$ cat src/cin_pkg.sv
package cin_pkg;

    // Link geometry
    // Two lane receivers share one output bus
    localparam int NUM_LANES = 2;
    // Raw nibble width on each lane
    localparam int LANE_W = 4;
    // Assembled command word
    localparam int WORD_W = 32;
    // Nibbles per word, also the framing period in clock cycles
    localparam int NIBBLES_PER_WORD = 8;

    // Training word the lane hunts for after a lock request
    localparam logic [WORD_W-1:0] TRAIN_SEQUENCE = 32'hA55A6996;

    // Lane number carried on the output bus
    typedef logic [$clog2(NUM_LANES)-1:0] lane_id_t;

    // Word from one lane receiver toward the arbiter
    // Valid is a single-cycle strobe, no handshake
    typedef struct packed {
        logic              valid;
        logic [WORD_W-1:0] data;
    } lane_word_t;

    // Word on the merged output bus, tagged with its source lane
    typedef struct packed {
        lane_id_t          lane;
        logic [WORD_W-1:0] data;
    } cin_word_t;

    // Per-lane status levels
    typedef struct packed {
        // Training word found, framing running
        logic locked;
        // Stream not 8-nibble periodic while unlocked
        logic biterr;
    } lane_status_t;

endpackage

$ cat src/bit_align.sv
module bit_align (
    input  logic                       ifclk_i,
    // Clears the bit offset only, lock state lives elsewhere
    input  logic                       rst_bitslip_i,
    // Single-cycle pulse steps the offset by one bit
    input  logic                       slip_i,
    input  logic [cin_pkg::LANE_W-1:0] din_i,
    output logic [cin_pkg::LANE_W-1:0] dout_o
);
    import cin_pkg::*;

    // Previous raw nibble, needed for windows that straddle two nibbles
    logic [LANE_W-1:0]         prev_q;
    // Bit offset into the previous nibble
    logic [$clog2(LANE_W)-1:0] offset_q;
    // Previous and current raw nibbles, MSB first
    logic [2*LANE_W-1:0]       pair;
    logic [LANE_W-1:0]         window;

    assign pair = {prev_q, din_i};

    // Offset 0 passes the previous nibble as is
    // Each step moves the window one bit later in the serial stream
    always_comb begin
        window = pair[(2*LANE_W-1) - offset_q -: LANE_W];
    end

    // Offset wraps modulo the nibble width
    always_ff @(posedge ifclk_i) begin
        if (rst_bitslip_i) begin
            offset_q <= '0;
        end else if (slip_i) begin
            offset_q <= offset_q + 1'b1;
        end
    end

    // Raw nibble history and aligned output
    always_ff @(posedge ifclk_i) begin
        prev_q <= din_i;
        dout_o <= window;
    end

    // Slip pulses must be separated by at least one idle cycle
    // so every offset step is seen by the lock logic downstream
    a_slip_spaced : assert property (
        @(posedge ifclk_i) disable iff (rst_bitslip_i)
        slip_i |=> !slip_i
    ) else $error("bit_align: slip_i high on two consecutive cycles");

endmodule

$ cat src/cin_parallel_sync.sv
module cin_parallel_sync (
    input  logic                       ifclk_i,
    // Clears lock, framing and error state, not the bit offset
    input  logic                       rst_lock_i,
    // Clears the bit offset only
    input  logic                       rst_bitslip_i,
    // Raw, unaligned nibble stream
    input  logic [cin_pkg::LANE_W-1:0] cin_i,
    // Step the aligner one bit
    input  logic                       bitslip_i,
    // Arm the lock on the next training word
    input  logic                       lock_i,
    output cin_pkg::lane_word_t        lane_word_o,
    output cin_pkg::lane_status_t      status_o
);
    import cin_pkg::*;

    localparam int PHASE_W = $clog2(NIBBLES_PER_WORD);

    // Aligned nibble from the bit realigner
    logic [LANE_W-1:0]        cin_align;
    // Seven older nibbles, oldest in the low bits
    logic [WORD_W-LANE_W-1:0] hist_q;
    // Newest nibble on top of the history
    logic [WORD_W-1:0]        cur_word;

    // Lock control
    logic                     lock_en_q;
    logic                     locked_q;
    logic                     match;

    // Framing
    logic [PHASE_W-1:0]       phase_q;
    logic                     cap;
    logic                     cap_q;
    logic                     valid_q;
    // Word waiting for its slot, then the word on the output
    logic [WORD_W-1:0]        word_q;
    logic [WORD_W-1:0]        out_data_q;

    // Unlocked error detection
    logic [LANE_W-1:0]        dly_q [NIBBLES_PER_WORD];
    logic                     biterr_q;

    bit_align u_align (
        .ifclk_i       (ifclk_i),
        .rst_bitslip_i (rst_bitslip_i),
        .slip_i        (bitslip_i),
        .din_i         (cin_i),
        .dout_o        (cin_align)
    );

    assign cur_word = {cin_align, hist_q};

    // Training word seen while armed
    assign match = lock_en_q && (cur_word == TRAIN_SEQUENCE);

    // Last nibble of a word frame
    assign cap = locked_q && (phase_q == PHASE_W'(NIBBLES_PER_WORD - 1));

    // History shift, oldest nibble falls out at the bottom
    always_ff @(posedge ifclk_i) begin
        hist_q <= cur_word[WORD_W-1:LANE_W];
    end

    // Lock arm and acquire
    // Once locked the lane stays locked until rst_lock_i
    always_ff @(posedge ifclk_i) begin
        if (rst_lock_i) begin
            lock_en_q <= 1'b0;
            locked_q  <= 1'b0;
        end else begin
            if (lock_i) begin
                lock_en_q <= 1'b1;
            end
            if (match) begin
                locked_q <= 1'b1;
            end
        end
    end

    // Phase counter runs freely while locked
    // Strobe path is cap, then cap_q, then the valid strobe
    always_ff @(posedge ifclk_i) begin
        if (rst_lock_i || !locked_q) begin
            phase_q <= '0;
        end else begin
            phase_q <= phase_q + 1'b1;
        end

        if (rst_lock_i) begin
            cap_q   <= 1'b0;
            valid_q <= 1'b0;
        end else begin
            cap_q   <= cap;
            valid_q <= cap_q;
        end
    end

    // Training word is taken on the match cycle
    // Later words are taken on each frame end
    // Output data moves one frame behind and settles before the strobe
    always_ff @(posedge ifclk_i) begin
        if ((match && !locked_q) || cap) begin
            word_q <= cur_word;
        end
        if (cap) begin
            out_data_q <= word_q;
        end
    end

    // 8-deep delay of the oldest history nibble
    always_ff @(posedge ifclk_i) begin
        dly_q[0] <= hist_q[LANE_W-1:0];
        for (int i = 1; i < NIBBLES_PER_WORD; i++) begin
            dly_q[i] <= dly_q[i-1];
        end
    end

    // A stream with an 8-nibble period compares equal every cycle
    // Held low once locked
    always_ff @(posedge ifclk_i) begin
        if (rst_lock_i || locked_q) begin
            biterr_q <= 1'b0;
        end else begin
            biterr_q <= (hist_q[LANE_W-1:0] != dly_q[NIBBLES_PER_WORD-1]);
        end
    end

    assign lane_word_o = '{valid: valid_q, data: out_data_q};
    assign status_o    = '{locked: locked_q, biterr: biterr_q};

    // Strobe only while the lane holds lock
    a_valid_locked : assert property (
        @(posedge ifclk_i) disable iff (rst_lock_i)
        valid_q |-> locked_q
    ) else $error("cin_parallel_sync: valid strobe while unlocked");

    // Framing keeps strobes a full word apart
    a_valid_spacing : assert property (
        @(posedge ifclk_i) disable iff (rst_lock_i)
        valid_q |=> !valid_q [*NIBBLES_PER_WORD-1]
    ) else $error("cin_parallel_sync: valid strobes closer than one word");

endmodule

$ cat config.mk
export PLATFORM = sky130hd
export DESIGN_NAME = cin_parallel_sync
export DESIGN_NICKNAME = d
export VERILOG_FILES = /design/src/cin_pkg.sv /design/src/bit_align.sv /design/src/cin_parallel_sync.sv
export SDC_FILE = /design/constraint.sdc
export NUM_CORES = 1
export LEC_CHECK = 0
export BUFFER_PORTS_ARGS = -buffer_cell sky130_fd_sc_hd__buf_2
export CORE_MARGIN = 8
export CORE_UTILIZATION = 48
export DETAILED_ROUTE_END_ITERATION = 10
export PLACE_DENSITY = 0.7
export SLEW_MARGIN = 20
export SYNTH_ARGS = -nofsm -noshare
export SYNTH_HDL_FRONTEND = slang
export SYNTH_SLANG_ARGS = --single-unit
$ cat constraint.sdc
create_clock -name ifclk_i -period 3.4 [get_ports ifclk_i]
set_input_delay 0.68 -clock ifclk_i [delete_from_list [all_inputs] [get_ports ifclk_i]]
set_output_delay 0.68 -clock ifclk_i [all_outputs]
set_load 0.05 [all_outputs]
# Word-level counts from Yosys, hierarchy flattened
# Memories as Yosys holds them, arrays and structs flattened.
# Index checks and enable logic that the tools add are counted.
[word_totals]
ff_bits = 110
ram_bits = 32
inputBits = 9
output_inout_bits = 35
word_cells = 27
n_memories = 1
[op_classes]
add_sub_neg = 3
eq_ne = 3
n_shift = 1
reduce_logical = 7
[mem_list]
columns = ["memory", "words", "width", "read_ports", "rd_clocked_by_memory_dff", "wr", "line", "source"]
rows = [
  ["dly_q", 8, 4, 8, 0, 8, "cin_parallel_sync.sv:42", "logic [LANE_W-1:0] dly_q [NIBBLES_PER_WORD];"],
]
[ops]
columns = ["op", "n"]
rows = [
  ["indexed part select 11 x 33 -> 4 bit", 1],
  ["== test 32 bit (second input constant)", 1],
  ["inequality test 4 bit", 1],
  ["subtractor 3 x 2 -> 4 bit (first input constant)", 1],
  ["adder 3 x 1 -> 3 bit (second input constant)", 1],
  ["== test 3 bit (second input constant)", 1],
  ["logical AND 1 bit", 3],
  ["logical OR 1 bit", 3],
  ["adder 2 x 1 -> 2 bit (second input constant)", 1],
  ["zero test 1 bit", 1],
]

# Longest topological paths before layout
[depth]
word_depth = 4
ltp_mapped = 4
depth_no_buf = 4

# By module
# Synthesis repeated with hierarchy kept, for this count alone.
[hier_totals]
cells_unflattened = 188
area_unflattened_um2 = 3891.2
[modules_own_cells]
columns = ["module", "n_inst", "cells_per_inst", "area_per_inst_um2", "seq_area_each_um2"]
rows = [
  ["cin_parallel_sync", 1, 168, 3554.7, 3283.1],
  ["bit_align", 1, 20, 336.6, 200.2],
]

# Worst setup path after synthesis
# No wires, ideal clock.
[synth_path]
kind = "register to register"
startpoint = "register u_align.dout_o[2] in the netlist's numbering"
endpoint = "register word_q[0], enable pin"
setup_time_ns = 0.428
arrival_ns = 2.714
required_time_ns = 2.972
slack_ns = 0.258
path_stages_with_launch = 5
path_buffers = 0
synth_period_minus_slack_ns = 3.142
cell_sequence = "dfxtp_1 and4bb_1 nand4_1 or4_4 o21bai_1"
[synth_via]
elab_chain_len = 4
[synth_rtl]
columns = ["item", "line", "source"]
rows = [
  ["start: declaration", "bit_align.sv:8", "output logic [cin_pkg::LANE_W-1:0] dout_o"],
  ["start signal: assignment", "bit_align.sv:40", "dout_o <= window;"],
  ["== test 32 bit", "cin_parallel_sync.sv:56", "assign match = lock_en_q && (cur_word == TRAIN_SEQUENCE);"],
  ["logical AND 1 bit", "cin_parallel_sync.sv:56", ""],
  ["logical AND 1 bit", "cin_parallel_sync.sv:104", "if ((match && !locked_q) || cap) begin"],
  ["logical OR 1 bit", "cin_parallel_sync.sv:104", ""],
  ["end signal: assignment", "cin_parallel_sync.sv:105", "word_q <= cur_word;"],
  ["end: declaration", "cin_parallel_sync.sv:38", "logic [WORD_W-1:0] word_q;"],
]
# No other way between the ends.
# A chain may end at the register's enable or synchronous reset.

# Worst setup path after layout
[layout_path]
startpoint = "register hist_q[2]"
endpoint = "register word_q[5], enable pin"
[layout_via]
elab_chain_len = 4
[layout_rtl]
columns = ["item", "line", "source"]
rows = [
  ["start: declaration", "cin_parallel_sync.sv:23", "logic [WORD_W-LANE_W-1:0] hist_q;"],
  ["start signal: assignment", "cin_parallel_sync.sv:63", "hist_q <= cur_word[WORD_W-1:LANE_W];"],
  ["== test 32 bit", "cin_parallel_sync.sv:56", ""],
  ["logical AND 1 bit", "cin_parallel_sync.sv:56", ""],
  ["logical AND 1 bit", "cin_parallel_sync.sv:104", ""],
  ["logical OR 1 bit", "cin_parallel_sync.sv:104", ""],
]
# No other way between the ends.

==> results by group <==
Floorplan
  • Die W: 105.9 µm
  • Rows: 32
  • CORE AREA: 7767 µm²
  • Die height: around 110 µm
  • Ports: 44
  • Initial Utilization: 0.4992
  • Die area: ~11,000 µm²

Clock network
  • Clk_lat worst skew: approximately 0.51 ns
  • Longest Clk Path Bufs: 2
  • Clock Pin Slew Worst Setup and Hold Paths: 0.06 ns
  • Postcts setup bufs: 0
  • Cts hold-fix bufs: 0
  • Clock Sinks: 142
  • Clock buffer count from CTS: 17
  • CTS root buf: clkbuf_8
  • Gates resized, CTS repair: 0
  • CTS tree: done
  • H-tree depth: 4

Drt
  • Antenna violation net count after detailed routing: 0
  • Vias: 1,637
  • Total iterations of the first detailed-routing run: 4
  • Vias per cell: 4.497
  • Drt drc: 0
  • Drt total wl: 5.234 mm
  • DRT iter0 DRCs: slightly above 50
  • DR WL/cell: ~14 µm

STA
  • Slew headroom: 0.6556
  • Pins Over Slew Limit: 0
  • Final worst path period share: 0.6032
  • Final hold violations: 0
  • RSZ-0062 raised after global routing: no
  • Fin crit period: 2.051 ns
  • Skew final: 0.007841 ns
  • Setup tns final: 0 ns
  • Final setup margin: between 1 and 1.5 ns
  • Max Fclk: 0.4876 GHz
  • Least-Margin Pin Slew: 0.5166 ns
  • Final setup vio count: 0

Critical path
  • Reg2Reg Depth: 5
  • Startpoint types: register
  • Setup CP Type: reg -> reg
  • Reg2reg end: word_q[5]
  • Worst Path Arrival: 2.24 ns
  • Critical Path End: word_q[5]
  • Crit-path max FO: 20
  • Critical path required time: 3.59 ns
  • R2r startpoint: hist_q[2]
  • R2R setup slack: 1.35 ns
  • CP Launch Point: hist_q[2]
  • Critical path capture point type: register

Logic synthesis
  • Synth warn: 0
  • Post-Synthesis Net Count: between 150 and 200
  • Synth Instances: ~190
  • Flop and latch count out of synthesis: 142
  • Average size of a mapped cell: 20.62 µm²
  • Seq/Total Area, Yosys: 0.8984
  • Post-synth cell types: 25
  • Cell area after synthesis: between 3000 and 4000 µm²

Global routing
  • Grt met2 use: 0.1533
  • Total GRT Usage: 0.1043
  • First-pass GRT wire length: 8.645 mm
  • Pin count of the biggest net entering global routing: 23
  • Remaining global-route overflow: 0
  • Met3 Track Usage GR: 0.05603
  • Initial antenna violation count: 0
  • Peak-usage layer in the global routing report: met2
  • Met1 track demand over resource: 0.1164
  • Vias in the first global route: 1,727

Pwr
  • Leakage: 1.841 nW
  • Maximum VDD drop: 0.0004075 V
  • PwrDens: between 700 and 800 nW/µm²
  • Total power: 3.752 mW

Placed design
  • Post-DP HPWL: 3.376 mm
  • Inst Count DP: 332
  • Setup WS pre-CTS: between 1 and 1.5 ns
  • Area after DPL: 4220 µm²
  • Gpl congestion: 0.7032
  • IO Port Bufs: 43

Hold path
  • Type of the worst min-delay path: in -> reg
  • Hold path startpoint: cin_i[0]
  • WHS Path Cells: 1

Finish
  • Layout cells sized above 1: 0.3206
  • Final #Nets: 260
  • N_diodes: 0
  • Non-filler cells, final: between 300 and 400
  • Area added between synthesis and finish: 23.69%
  • Final Cell Area: 4796 µm²

Run status
  • Status: completed

Run
  • Max-cap violations: 0
[kinds of logic (layout without fill, tap and decap cells)]
logic type,count (synthesis),after routing,synth area share
buf+inv,5,79,0.007742
fa+ha+maj,2,2,0.006453
flops,142,142,0.8984
mux,4,4,0.02323
xor+xnor,6,6,0.01355
compound gates,2,2,0.004196
simple gates,27,27,0.04647
[cell usage in the layout (no fill, tap or decap), types with 3 or more instances in the layout]
cell	instances
edfxtp_1	64
clkinv_4	3
mux4_2	4
nor2_1	6
and2_1	4
buf_4	3
dfxtp_1	78
buf_2	43
clkbuf_8	3
clkbuf_16	17
nor4bb_1	3
xor2_1	5
[layout make-up]
cell class | instances | area [µm²]
multi-input cells | 41 | 367.9
flip-flops and latches | 142 | 3483
well taps | 102 | 127.6
clock inverters | 11 | 105.1
clock buffers | 21 | 470.5
repair buffers | 46 | 237.7
fillers | 572 | 2972
inverters | 1 | 3.754
[registers in the layout, summed over array words and instances, names as in the netlist, 2 cells and up]
register and flops:
phase_q 3, dly_q 32, hist_q 28, u_align.offset_q 2
word_q 32, u_align.dout_o 4, out_data_q 32, u_align.prev_q 4
[worst min-delay path by stage]
stage / endpoint
after floorplan: dly_q[0][10]
after global placement: dly_q[1][7]
after detailed placement: dly_q[1][15]
after CTS: u_align.prev_q[0]
after global routing: u_align.prev_q[0]
final: u_align.prev_q[0]
[critical path, cell delays in order, from the launching register on]
cell      delay (ns)
dfxtp_1         0.41
and4bb_1        0.23
nand4_1         0.11
or4_4           0.55
o21bai_2        0.15
buf_4           0.28
[cell usage after synthesis]
library cell  instances  area share
ha_1                  2      0.0065
nor4bb_1              3      0.0077
nor3b_1               1      0.0019
nand4_1               2      0.0032
nand2_1               1     0.00097
xor2_1                5       0.011
or4_4                 1      0.0029
clkbuf_1              1     0.00097
and2b_1               1      0.0019
nor2b_1               1      0.0016
xnor2_1               1      0.0023
and2_1                4      0.0065
nor2_1                6      0.0058
buf_4                 3      0.0058
nand3_1               1      0.0013
nand3b_1              1      0.0019
nor3_1                2      0.0026
and4bb_1              2      0.0065
nor4_1                1      0.0016
inv_1                 1     0.00097
o21bai_1              1      0.0019
dfxtp_1              78        0.40
a21oi_2               1      0.0023
edfxtp_1             64        0.50
mux4_2                4       0.023
[report_power, final]
group	leakage, nW	internal, mW	switching [mW]
sequential	1.23	1.91	0.0664
clock	0.280	1.06	0.668
combinational	0.330	0.0326	0.0199
[per-stage QoR]
stage | util | hold slack, ns
6_report | 0.6174 | 0.2814
5_1_grt | 0.6174 | 0.2530
4_1_cts | 0.6174 | 0.2583
3_5_place_dp | 0.5433 | 0.3121
3_3_place_gp | 0.5433 | 0.3106
2_1_floorplan | - | 0.3096
[metal layers]
metal | routed length, µm | share of wire | up-vias
met5 | 0 | 0 | -
met2 | 2390 | 0.46 | 47
met4 | 111 | 0.021 | 0
met1 | 2338 | 0.45 | 771
li1 | - | - | 810
met3 | 393 | 0.075 | 9
(Power assumes the default switching activity.)
